## src/vector_pkg.sv

```systemverilog
package vector_pkg;

    // beam coordinates span the full 8-bit range
    localparam int COORD_W   = 8;
    localparam int CMD_COUNT = 12;
    localparam int ADDR_W    = 4;

    // bresenham error term, two guard bits keep it signed
    localparam int ERR_W = COORD_W + 2;

    typedef enum logic [1:0] {
        OP_NOP  = 2'd0,
        OP_MOVE = 2'd1,
        OP_LINE = 2'd2,
        OP_END  = 2'd3
    } vec_op_e;

    typedef struct packed {
        vec_op_e              op;
        logic [COORD_W-1:0]   x;
        logic [COORD_W-1:0]   y;
    } vec_cmd_t;

    typedef struct packed {
        logic [COORD_W-1:0]   start_x;
        logic [COORD_W-1:0]   start_y;
        logic [COORD_W-1:0]   end_x;
        logic [COORD_W-1:0]   end_y;
    } segment_t;

    typedef struct packed {
        logic [COORD_W-1:0]   x;
        logic [COORD_W-1:0]   y;
    } pixel_t;

    // drawing list, each line starts where the previous command left the beam
    localparam vec_cmd_t CMD_LIST [CMD_COUNT] = '{
        '{op: OP_MOVE, x: 8'd40,  y: 8'd40},
        '{op: OP_LINE, x: 8'd250, y: 8'd60},
        '{op: OP_LINE, x: 8'd255, y: 8'd90},
        '{op: OP_LINE, x: 8'd235, y: 8'd130},
        '{op: OP_LINE, x: 8'd190, y: 8'd150},
        '{op: OP_NOP,  x: 8'd0,   y: 8'd0},
        '{op: OP_LINE, x: 8'd0,   y: 8'd110},
        '{op: OP_LINE, x: 8'd5,   y: 8'd80},
        '{op: OP_LINE, x: 8'd5,   y: 8'd20},
        '{op: OP_LINE, x: 8'd60,  y: 8'd20},
        '{op: OP_LINE, x: 8'd60,  y: 8'd20},
        '{op: OP_END,  x: 8'd0,   y: 8'd0}
    };

endpackage

```

## src/vector_cmd_rom.sv

```systemverilog
`timescale 1ns/10ps

module vector_cmd_rom
    import vector_pkg::*;
(
    input  logic     clk,
    input  logic     rst,

    // address control from the sequencer
    input  logic     i_inc,
    input  logic     i_zero,

    output vec_cmd_t o_cmd
);

    localparam logic [ADDR_W-1:0] LAST_ADDR = ADDR_W'(CMD_COUNT - 1);

    logic [ADDR_W-1:0] addr;
    logic              at_last;

    // stop on the last entry so the end command stays visible
    assign at_last = (addr == LAST_ADDR);

    always_ff @(posedge clk) begin
        if (rst || i_zero) begin
            // zero has priority over inc
            addr <= '0;
        end else if (i_inc && !at_last) begin
            addr <= addr + 1'b1;
        end
    end

    // read is combinational from the address register
    assign o_cmd = CMD_LIST[addr];

endmodule

```

## src/draw_vector_master.sv

```systemverilog
`timescale 1ns/10ps

module draw_vector_master
    import vector_pkg::*;
(
    input  logic     clk,
    input  logic     rst,

    // drawer status and run mode
    input  logic     i_busy,
    input  logic     i_loop,

    // command from the rom
    input  vec_cmd_t i_cmd,

    // rom address control
    output logic     o_inc,
    output logic     o_zero,

    // segment to the line drawer
    output logic     o_go,
    output segment_t o_seg,

    output logic     o_done
);

    typedef enum logic [1:0] {
        SEQ_FETCH = 2'd0,
        SEQ_ISSUE = 2'd1,
        SEQ_STOP  = 2'd2
    } seq_state_e;

    seq_state_e         state;
    seq_state_e         state_nxt;
    logic               delay;
    logic               prime;
    logic               prime_nxt;
    logic               run;
    logic               inc_nxt;
    logic               zero_nxt;
    logic               go_nxt;
    segment_t           seg_nxt;
    logic [COORD_W-1:0] prev_x;
    logic [COORD_W-1:0] prev_y;
    logic [COORD_W-1:0] prev_x_nxt;
    logic [COORD_W-1:0] prev_y_nxt;

    // issue phase of the fetch/issue rhythm
    assign delay = (state == SEQ_ISSUE);

    // hold while drawing, and also in the go cycle since busy only rises after it
    assign run = !i_busy && !o_go;

    assign o_done = (state == SEQ_STOP);

    always_comb begin
        state_nxt  = state;
        prime_nxt  = prime;
        inc_nxt    = 1'b0;
        zero_nxt   = 1'b0;
        go_nxt     = 1'b0;
        seg_nxt    = o_seg;
        prev_x_nxt = prev_x;
        prev_y_nxt = prev_y;

        if (run && state != SEQ_STOP) begin
            if (!delay) begin
                // fetch, no increment for the dummy phase after a zero
                inc_nxt   = !prime;
                state_nxt = SEQ_ISSUE;
            end else begin
                state_nxt = SEQ_FETCH;
                if (prime) begin
                    // first issue after a zero only lets the cleared address settle
                    prime_nxt = 1'b0;
                end else begin
                    case (i_cmd.op)
                        OP_MOVE: begin
                            // zero-length segment plots a single dot
                            go_nxt        = 1'b1;
                            seg_nxt       = '{start_x: i_cmd.x, start_y: i_cmd.y,
                                              end_x:   i_cmd.x, end_y:   i_cmd.y};
                            prev_x_nxt    = i_cmd.x;
                            prev_y_nxt    = i_cmd.y;
                        end
                        OP_LINE: begin
                            go_nxt        = 1'b1;
                            seg_nxt       = '{start_x: prev_x,  start_y: prev_y,
                                              end_x:   i_cmd.x, end_y:   i_cmd.y};
                            prev_x_nxt    = i_cmd.x;
                            prev_y_nxt    = i_cmd.y;
                        end
                        OP_END: begin
                            if (i_loop) begin
                                // replay from the top with the beam back at the origin
                                zero_nxt   = 1'b1;
                                prime_nxt  = 1'b1;
                                prev_x_nxt = '0;
                                prev_y_nxt = '0;
                            end else begin
                                state_nxt  = SEQ_STOP;
                            end
                        end
                        default: begin
                            // nop, nothing to draw
                        end
                    endcase
                end
            end
        end
    end

    always_ff @(posedge clk) begin
        if (rst) begin
            state  <= SEQ_FETCH;
            prime  <= 1'b1;
            // clear the rom address once after reset
            o_zero <= 1'b1;
            o_inc  <= 1'b0;
            o_go   <= 1'b0;
            o_seg  <= '0;
            prev_x <= '0;
            prev_y <= '0;
        end else begin
            state  <= state_nxt;
            prime  <= prime_nxt;
            o_zero <= zero_nxt;
            o_inc  <= inc_nxt;
            o_go   <= go_nxt;
            o_seg  <= seg_nxt;
            prev_x <= prev_x_nxt;
            prev_y <= prev_y_nxt;
        end
    end

endmodule

```

## src/line_draw.sv

```systemverilog
`timescale 1ns/10ps

module line_draw
    import vector_pkg::*;
(
    input  logic     clk,
    input  logic     rst,

    // segment request
    input  logic     i_go,
    input  segment_t i_seg,

    output logic     o_busy,

    // pixel stream, one per cycle while drawing
    output pixel_t   o_pixel,
    output logic     o_pixel_valid
);

    typedef enum logic {
        LD_IDLE = 1'b0,
        LD_DRAW = 1'b1
    } ld_state_e;

    ld_state_e                 state;
    logic [COORD_W-1:0]        cur_x;
    logic [COORD_W-1:0]        cur_y;
    logic [COORD_W-1:0]        end_x;
    logic [COORD_W-1:0]        end_y;
    logic [COORD_W-1:0]        dx;
    logic [COORD_W-1:0]        dy;
    logic                      x_up;
    logic                      y_up;
    logic signed [ERR_W-1:0]   err;

    logic [COORD_W-1:0]        go_dx;
    logic [COORD_W-1:0]        go_dy;
    logic                      go_x_up;
    logic                      go_y_up;
    logic                      at_end;
    logic                      step_x;
    logic                      step_y;
    logic signed [ERR_W:0]     e2;
    logic signed [ERR_W:0]     dx_w;
    logic signed [ERR_W:0]     dy_w;
    logic signed [ERR_W-1:0]   err_nxt;

    // absolute deltas and directions of the incoming segment
    assign go_x_up = (i_seg.end_x >= i_seg.start_x);
    assign go_y_up = (i_seg.end_y >= i_seg.start_y);
    assign go_dx   = go_x_up ? (i_seg.end_x - i_seg.start_x) : (i_seg.start_x - i_seg.end_x);
    assign go_dy   = go_y_up ? (i_seg.end_y - i_seg.start_y) : (i_seg.start_y - i_seg.end_y);

    assign at_end = (cur_x == end_x) && (cur_y == end_y);

    // compare twice the error against the deltas
    assign e2     = {err, 1'b0};
    assign dx_w   = {3'b000, dx};
    assign dy_w   = {3'b000, dy};
    assign step_x = (e2 >= -dy_w);
    assign step_y = (e2 <= dx_w);

    always_comb begin
        err_nxt = err;
        if (step_x) begin
            err_nxt = err_nxt - $signed({2'b00, dy});
        end
        if (step_y) begin
            err_nxt = err_nxt + $signed({2'b00, dx});
        end
    end

    always_ff @(posedge clk) begin
        if (rst) begin
            state <= LD_IDLE;
        end else begin
            case (state)
                LD_IDLE: begin
                    if (i_go) begin
                        state <= LD_DRAW;
                    end
                end
                default: begin
                    // endpoint is on the output this cycle
                    if (at_end) begin
                        state <= LD_IDLE;
                    end
                end
            endcase
        end
    end

    always_ff @(posedge clk) begin
        if (state == LD_IDLE) begin
            if (i_go) begin
                cur_x <= i_seg.start_x;
                cur_y <= i_seg.start_y;
                end_x <= i_seg.end_x;
                end_y <= i_seg.end_y;
                dx    <= go_dx;
                dy    <= go_dy;
                x_up  <= go_x_up;
                y_up  <= go_y_up;
                err   <= $signed({2'b00, go_dx}) - $signed({2'b00, go_dy});
            end
        end else if (!at_end) begin
            err <= err_nxt;
            if (step_x) begin
                cur_x <= x_up ? cur_x + 1'b1 : cur_x - 1'b1;
            end
            if (step_y) begin
                cur_y <= y_up ? cur_y + 1'b1 : cur_y - 1'b1;
            end
        end
    end

    assign o_busy        = (state == LD_DRAW);
    assign o_pixel_valid = (state == LD_DRAW);
    assign o_pixel       = '{x: cur_x, y: cur_y};

endmodule

```

## src/vector_display_top.sv

```systemverilog
`timescale 1ns/10ps

module vector_display_top
    import vector_pkg::*;
(
    input  logic   clk,
    input  logic   rst,
    input  logic   i_loop,

    output pixel_t o_pixel,
    output logic   o_pixel_valid,
    output logic   o_done
);

    vec_cmd_t cmd;
    logic     inc;
    logic     zero;
    logic     go;
    logic     busy;
    segment_t seg;

    // command list source
    vector_cmd_rom u_rom (
        .clk    (clk),
        .rst    (rst),
        .i_inc  (inc),
        .i_zero (zero),
        .o_cmd  (cmd)
    );

    draw_vector_master u_master (
        .clk    (clk),
        .rst    (rst),
        .i_busy (busy),
        .i_loop (i_loop),
        .i_cmd  (cmd),
        .o_inc  (inc),
        .o_zero (zero),
        .o_go   (go),
        .o_seg  (seg),
        .o_done (o_done)
    );

    // rasterizer, drives the pixel stream
    line_draw u_line (
        .clk           (clk),
        .rst           (rst),
        .i_go          (go),
        .i_seg         (seg),
        .o_busy        (busy),
        .o_pixel       (o_pixel),
        .o_pixel_valid (o_pixel_valid)
    );

endmodule

```

## config.mk

```make
export PLATFORM = sky130hd
export DESIGN_NAME = vector_display_top
export DESIGN_NICKNAME = d
export VERILOG_FILES = /design/src/vector_pkg.sv /design/src/vector_cmd_rom.sv /design/src/draw_vector_master.sv /design/src/line_draw.sv /design/src/vector_display_top.sv
export SDC_FILE = /design/constraint.sdc
export NUM_CORES = 1
export LEC_CHECK = 0
export BUFFER_PORTS_ARGS = -buffer_cell sky130_fd_sc_hd__clkbuf_2
export CAP_MARGIN = 20
export CORE_MARGIN = 1
export CORE_UTILIZATION = 45
export CTS_CLUSTER_SIZE = 40
export DETAILED_ROUTE_END_ITERATION = 10
export GPL_TIMING_DRIVEN = 0
export RECOVER_POWER = 25
export SLEW_MARGIN = 20
export SYNTH_ARGS = -nofsm -noshare
export SYNTH_HDL_FRONTEND = slang
export SYNTH_SLANG_ARGS = --single-unit
```

## constraint.sdc

```tcl
create_clock -name clk -period 10.9 [get_ports clk]
set_input_delay 0.545 -clock clk [delete_from_list [all_inputs] [get_ports clk]]
set_output_delay 0.545 -clock clk [all_outputs]
set_load 0.05 [all_outputs]
```

# After elaboration in Yosys (flattened, before gate mapping)
# Memories as Yosys holds them, arrays and structs flattened.
# Cells that the tools add are included.
# Widths: inputs -> output; s select.
[totals]
memories = 1
register_bits = 119
elab_cells = 117
input_bits = 3
romBits = 288
output_inout_bits = 18
[mem_list]
columns = ["name", "depth", "word_bits", "rd", "rd_ports_with_merged_regs", "write_ports", "line", "rtl"]
rows = [
  ["(no name shown)", 16, 18, 1, 0, 0, "vector_cmd_rom.sv:34", "assign o_cmd = CMD_LIST[addr];"],
]
[op_classes]
add_sub_neg = 13
n_lt_le_gt_ge = 5
eq_ne = 13
muxes = 36
bitwise_logic = 5
n_reduce_logical = 22
[ops]
columns = ["operator", "count"]
rows = [
  ["$mux 8", 13],
  ["$pmux 32 s2", 1],
  ["$mux 10", 5],
  ["$mux 18", 2],
  ["$pmux 8 s2", 2],
  ["$sub 8x8->8", 4],
  ["$add 8x1->8 const B", 2],
  ["$eq 8x8->1", 2],
  ["$ge 8x8->1", 2],
  ["$sub 8x1->8 const B", 2],
  ["$ge 11x11->1", 1],
  ["$le 11x9->1", 1],
  ["$neg 8->11", 1],
  ["$add 10x9->10", 1],
  ["$ne 2x2->1 const B", 5],
  ["$sub 10x9->10", 1],
  ["$mux 1", 9],
  ["$sub 8x8->9", 1],
  ["$mux 2", 4],
  ["$eq 2x2->1 const B", 3],
  ["$reduce_and 2->1", 3],
  ["$reduce_and 3->1", 2],
  ["$reduce_bool 2->1", 3],
  ["$ge 5x5->1 const B", 1],
  ["13 further kinds", 23],
]

# Logic depth before layout (Yosys ltp)
[logic_depth]
ltp_word = 9
ltp_mapped = 21
ltp_nobuf = 21

# Cells and area by module
# A second synthesis with hierarchy kept.
[hier_totals]
hier_cells = 961
area_unflattened_um2 = 9019.9
[by_module_without_submodules]
columns = ["module", "instances", "seq_area_each_um2", "cells_each", "area_each_um2"]
rows = [
  ["line_draw", 1, 1821.7, 609, 5866.9],
  ["draw_vector_master", 1, 1081.0, 281, 2593.7],
  ["vector_cmd_rom", 1, 80.1, 71, 559.3],
]

# Worst setup path before layout
# OpenSTA, ideal clock, no wires.
[synth_timing]
path_type = "reg-to-reg"
start = "register u_line.dy[2]"
end = "register u_line.err[7] (data pin)"
setup_ns = 0.270
path_buffers = 0
required_ns = 10.630
path_stages_with_launch = 22
arrival_time_ns = 4.090
setup_slack_ns = 6.540
period_less_slack_ns = 4.360
cell_sequence = "edfxtp_1 inv_1 ha_1 nand2_1 o41ai_1 o21ai_0 ha_1 nand4_2 a211oi_4 a2111oi_4 a21oi_4 mux2_2 inv_1 ha_1 a21o_1 a21oi_1 o21ai_1 o211a_1 o21a_1 or3_1 a311oi_1 a21oi_1"
[synth_via]
elab_chain_len = 7
elab_cells_between_ends = 8
cone_classes = "3 x add/sub; 1 x order compare; 4 x mux"
[synth_lines]
columns = ["item", "line", "rtl"]
rows = [
  ["from (decl)", "line_draw.sv:31", "logic [COORD_W-1:0] dy;"],
  ["from (signal assigned)", "line_draw.sv:101", "dy <= go_dy;"],
  ["$neg 8->11", "line_draw.sv:60", "assign step_x = (e2 >= -dy_w);"],
  ["$ge 11x11->1", "line_draw.sv:60", ""],
  ["$mux 10 (*)", "line_draw.sv:65", "if (step_x) begin"],
  ["$add 10x9->10", "line_draw.sv:69", "err_nxt = err_nxt + $signed({2'b00, dx});"],
  ["$mux 10 (*)", "line_draw.sv:68", "if (step_y) begin"],
  ["$mux 10 (*)", "line_draw.sv:106", "end else if (!at_end) begin"],
  ["$mux 10 (*)", "line_draw.sv:94", "if (state == LD_IDLE) begin"],
  ["to (signal assigned)", "line_draw.sv:104", "err <= $signed({2'b00, go_dx}) - $signed({2'b00, go_dy});"],
  ["to (signal assigned)", "line_draw.sv:107", "err <= err_nxt;"],
  ["to (decl)", "line_draw.sv:34", "logic signed [ERR_W-1:0] err;"],
]
# Every way passes the cells marked *; elsewhere a longest branch is shown, timed or not. The select of a mux whose other input is x is not followed.
# A chain may end at the register's enable or synchronous reset.

# Final worst setup path
# Same ends and word-level chain as after synthesis.

==> summary.md <==
In this design, the critical path's most frequently occurring cell is sky130_fd_sc_hd__ha_1. Cells with a size suffix above 1 make up 6.00% of the layout. Reg-to-reg endpoint: u_line.err[7]. The sequential fraction of the synthesis area was 34.7%.

The critical path starts at u_line.dy[2]. For this run, the leading register cell type out of synthesis is sky130_fd_sc_hd__edfxtp_1. In this run, post-CTS hold repair placed 0 buffers.

The repair_antennas step left the layout with diodes totalling 0. After filler insertion, the fill cell instance count of the layout stands at 1626. In this run the worst setup path terminates at u_line.err[7]. The core box area came out at 16600 sq um. The clock sink count was 106; the post-route clock skew was 0.00933 ns. The peak ir drop on the vdd network was 86.8 uV; the final worst hold slack was 0.448 ns. The cell area after synthesis was 7720 sq um.

STA classifies the critical path endpoint as a flop. The synthesis warning total came out at 0. The tools report the final number of max-transition violations as 0.

The cell depth of the worst flop-to-flop path was 21; the first-pass GRT wire length was 31.3 mm. The routed via count divided by cell count was 5.35; the global placer's final weighted congestion was 0.872. The maximum level of the CTS H-tree was 3. Across the run, the number of max-cap violations was 0. In this design, the largest share of critical-path delay is due to compound AO/OA/AOI/OAI gates.

The tools report the net count after synthesis as 942. The tools report the initial standard-cell utilization of the core as 46.4%. TritonCTS built the clock tree.

Static timing analysis puts the maximum clock frequency at 203 MHz. Before CTS, the worst setup slack after placement is 6.01 ns. Summed over all cells, the static leakage comes to 3.32 nW.

Summed over all layers, the global routing overflow is 0. The HPWL after detailed placement is 15.2 mm. The logs give 2 for the buffer levels on the longest clock path and 5.01 ns for the endpoint arrival time on the critical path. Walking the worst path, the cells encountered are inv_1 > ha_1 > nand2_1 > o41ai_1 > o21ai_0 > ha_1 > nand4_2 > a211oi_4 > a2111oi_4 > a21oi_4 > mux2_2 > inv_1 > ha_1 > a21o_1 > a21oi_1 > o21ai_1 > o211a_1 > o21a_1 > or3_1 > a311oi_1 > a21oi_1.

Of all nets on the critical path, the largest fanout is 10. The global-route usage over all layers is 22.8%, and the share of the synthesized area in the top cell type is 21.8%. The largest individual stage delay along the critical path comes from the cell sky130_fd_sc_hd__mux2_2. In this run the cell area measured after placement is 8130 sq um.

The reg-to-reg setup timing slack was 5.98 ns; the net count reported at finish was 974. A synthesized cell averages 9.13 sq um. The biggest area contributor in the post-synthesis netlist is sky130_fd_sc_hd__edfxtp_1.

Setup violations remaining at the end of the flow were counted as 0. The clock latency on the worst-skew pair was 0.36 ns; the combined buffer and inverter count along the critical path was 2. The path category of the worst min-delay check is reg -> reg. Across all setup checks in the final design, the least slack found is 5.98 ns. The logs give 0 for the post-route antenna net violation count and 0 for the number of antenna violations at the first check in global routing. The logs give 0 for the number of buffers inserted by post-CTS setup repair and 17700 sq um for the area enclosed by the die boundary. Buffers inserted during clock tree synthesis total 9.

At the pin with the least slew margin, the transition time is 1.30 ns. The logs give 4 for the total iterations of the first detailed-routing run and 8410 sq um for the final standard cell area without fillers. The final layout contains routed wiring with a total length of 18.9 mm.

The boundary pin count is 21, and the die boundary height is 133 um. For the count of standard-cell rows, the log shows 47. The type of the worst setup path was reg -> reg. After clock tree synthesis, the clock-pin slew on the worst setup and hold paths is 0.07 ns. The share of the cycle needed by the critical path after routing is 45.1%, and the DRC violations left is 0. For this design the ratio of total power to cell area is 160 nW/um^2. The required time at the worst-slack endpoint was 10.99 ns; the biggest cell delay along the critical path was 0.44 ns. The routed length per placed instance is 17.2 um, and the first-iteration detailed-routing DRC count is 268.

Of all flip-flops after synthesis, the portion carrying an async set or reset was 0%. After clock tree synthesis, the repair step resized 0 gates. From left edge to right edge, the die measures 133 um. The run gives 0 as the number of hold violations in the final report. The shortest clock period the worst path allows after layout came out at 4.92 ns. Yosys mapped a number of flops with a built-in enable equal to 56. The via count of the first global-routing pass was 5834; the number of distinct library cells after synthesis was 82. Across all layers, the routed design uses 5905 vias.

The worst setup path is launched from a flop. Relative to the synthesized area, the layout overhead comes to 8.94%. The run finished with clean final reports. Adding up every negative setup slack in the final design gives 0 ns. In this run the critical register-to-register path is launched from u_line.dy[2]. The clock root buffer is sky130_fd_sc_hd__clkbuf_16. Entering global routing, the biggest net connects 21 pins. The headroom to the max-slew limit came out at 13.0%.

In the post-synthesis netlist, the biggest area contributors are sky130_fd_sc_hd__edfxtp_1, sky130_fd_sc_hd__ha_1, sky130_fd_sc_hd__dfxtp_1. Setup repair after global routing left no endpoint under its margin. The cell count after synthesis came out at 846. The quantity of I/O buffers inserted on ports was 20; the number of flip-flops and latches in the synthesized netlist was 106.

In this run the number of cells on the critical path is 21.
==> sequential cells by signal, summed over array words and instances (netlist names), 2 cells and up <==
name / flops
u_line.end_y: 7
u_master.prev_x: 6
u_line.end_x: 6
u_line.dx: 8
u_master.o_seg: 26
u_line.dy: 7
u_master.prev_y: 7
u_line.cur_x: 8
u_line.err: 10
u_rom.addr: 4
u_line.cur_y: 8
u_master.state: 2
==> layout make-up <==
| type | instances | area, sq um | share of cell area, % |
|---|---|---|---|
| clock inverters | 6 | 70.1 | 0.833 |
| flip-flops and latches | 106 | 2680 | 31.9 |
| well taps | 220 | 275 | 3.27 |
| repair buffers | 21 | 106 | 1.26 |
| clock buffers | 10 | 239 | 2.84 |
| plain buffers | 33 | 138 | 1.64 |
| inverters | 81 | 304 | 3.61 |
| multi-input cells | 626 | 4600 | 54.7 |
==> synthesized netlist by cell type, drive strengths merged (6+ instances only) <==
cell    count
nor3       23
nand2b      7
mux2       12
nand2      69
nor2       81
nor2b      11
xor2       22
a22oi      10
a21o       20
nand3       6
o21a        7
a21oi      71
a211oi     23
fa          9
o21ai      46
xnor2      34
ha         84
inv        80
edfxtp     56
mux2i      19
dfxtp      50
buf         6
clkbuf     27
==> cells by family after synthesis <==
family / after synthesis / synth area share [%]
compound gates: 227 / 20.3
simple gates: 219 / 12.7
buf+inv: 114 / 5.72
flops: 106 / 34.7
fa+ha+maj: 93 / 15.9
xor+xnor: 56 / 6.35
mux: 31 / 4.21
==> per-stage QoR <==
step	total power, mW	instances	utilization [%]
floorplan	0.899	846	-
global placement	1.00	1086	48.7
detailed placement	1.01	1087	48.9
CTS	1.35	1103	50.7
global route	1.44	1103	50.6
finish	1.35	1103	50.6
==> power by group <==
part	switching, mW	total, mW	internal (mW)
sequential	0.0244	0.491	0.466
combinational	0.292	0.511	0.219
clock	0.158	0.346	0.188
==> cell usage in the layout (no fill, tap or decap), types with 17 or more instances in the layout <==
master	netlist	final
sky130_fd_sc_hd__nor2_1	81	81
sky130_fd_sc_hd__mux2i_1	19	19
sky130_fd_sc_hd__a211oi_1	22	22
sky130_fd_sc_hd__nand2_1	69	69
sky130_fd_sc_hd__a21oi_1	69	69
sky130_fd_sc_hd__ha_1	84	84
sky130_fd_sc_hd__o21ai_1	17	17
sky130_fd_sc_hd__o21ai_0	27	27
sky130_fd_sc_hd__edfxtp_1	56	56
sky130_fd_sc_hd__xor2_1	22	22
sky130_fd_sc_hd__dfxtp_1	50	50
sky130_fd_sc_hd__inv_1	79	79
sky130_fd_sc_hd__clkbuf_1	27	44
sky130_fd_sc_hd__xnor2_1	34	34
sky130_fd_sc_hd__nor3_1	23	23
sky130_fd_sc_hd__a21o_1	19	19
==> layer usage <==
| metal | global-route usage (%) | share of wire [%] | vias up |
|---|---|---|---|
| met5 | 0 | 0 | - |
| met4 | 6.45 | 1.6 | 0 |
| met3 | 2.72 | 2.6 | 18 |
| met2 | 40.1 | 50 | 73 |
| met1 | 29.4 | 46 | 2751 |
| li1 | - | - | 3063 |
==> worst min-delay path by stage <==
| stage | end | cells after the start | startpoint | slack, ns |
|---|---|---|---|---|
| 2_1_floorplan | u_master.o_inc | 1 | u_master.prime | 0.42 |
| 3_3_place_gp | u_master.o_inc | 1 | u_master.prime | 0.44 |
| 3_5_place_dp | u_master.o_inc | 1 | u_master.prime | 0.44 |
| 4_1_cts | u_master.o_zero | 2 | rst | 0.44 |
| 5_1_grt | u_master.o_zero | 2 | i_loop | 0.47 |
| 6_report | u_master.o_inc | 1 | u_master.prime | 0.45 |
(Power assumes the default switching activity.)
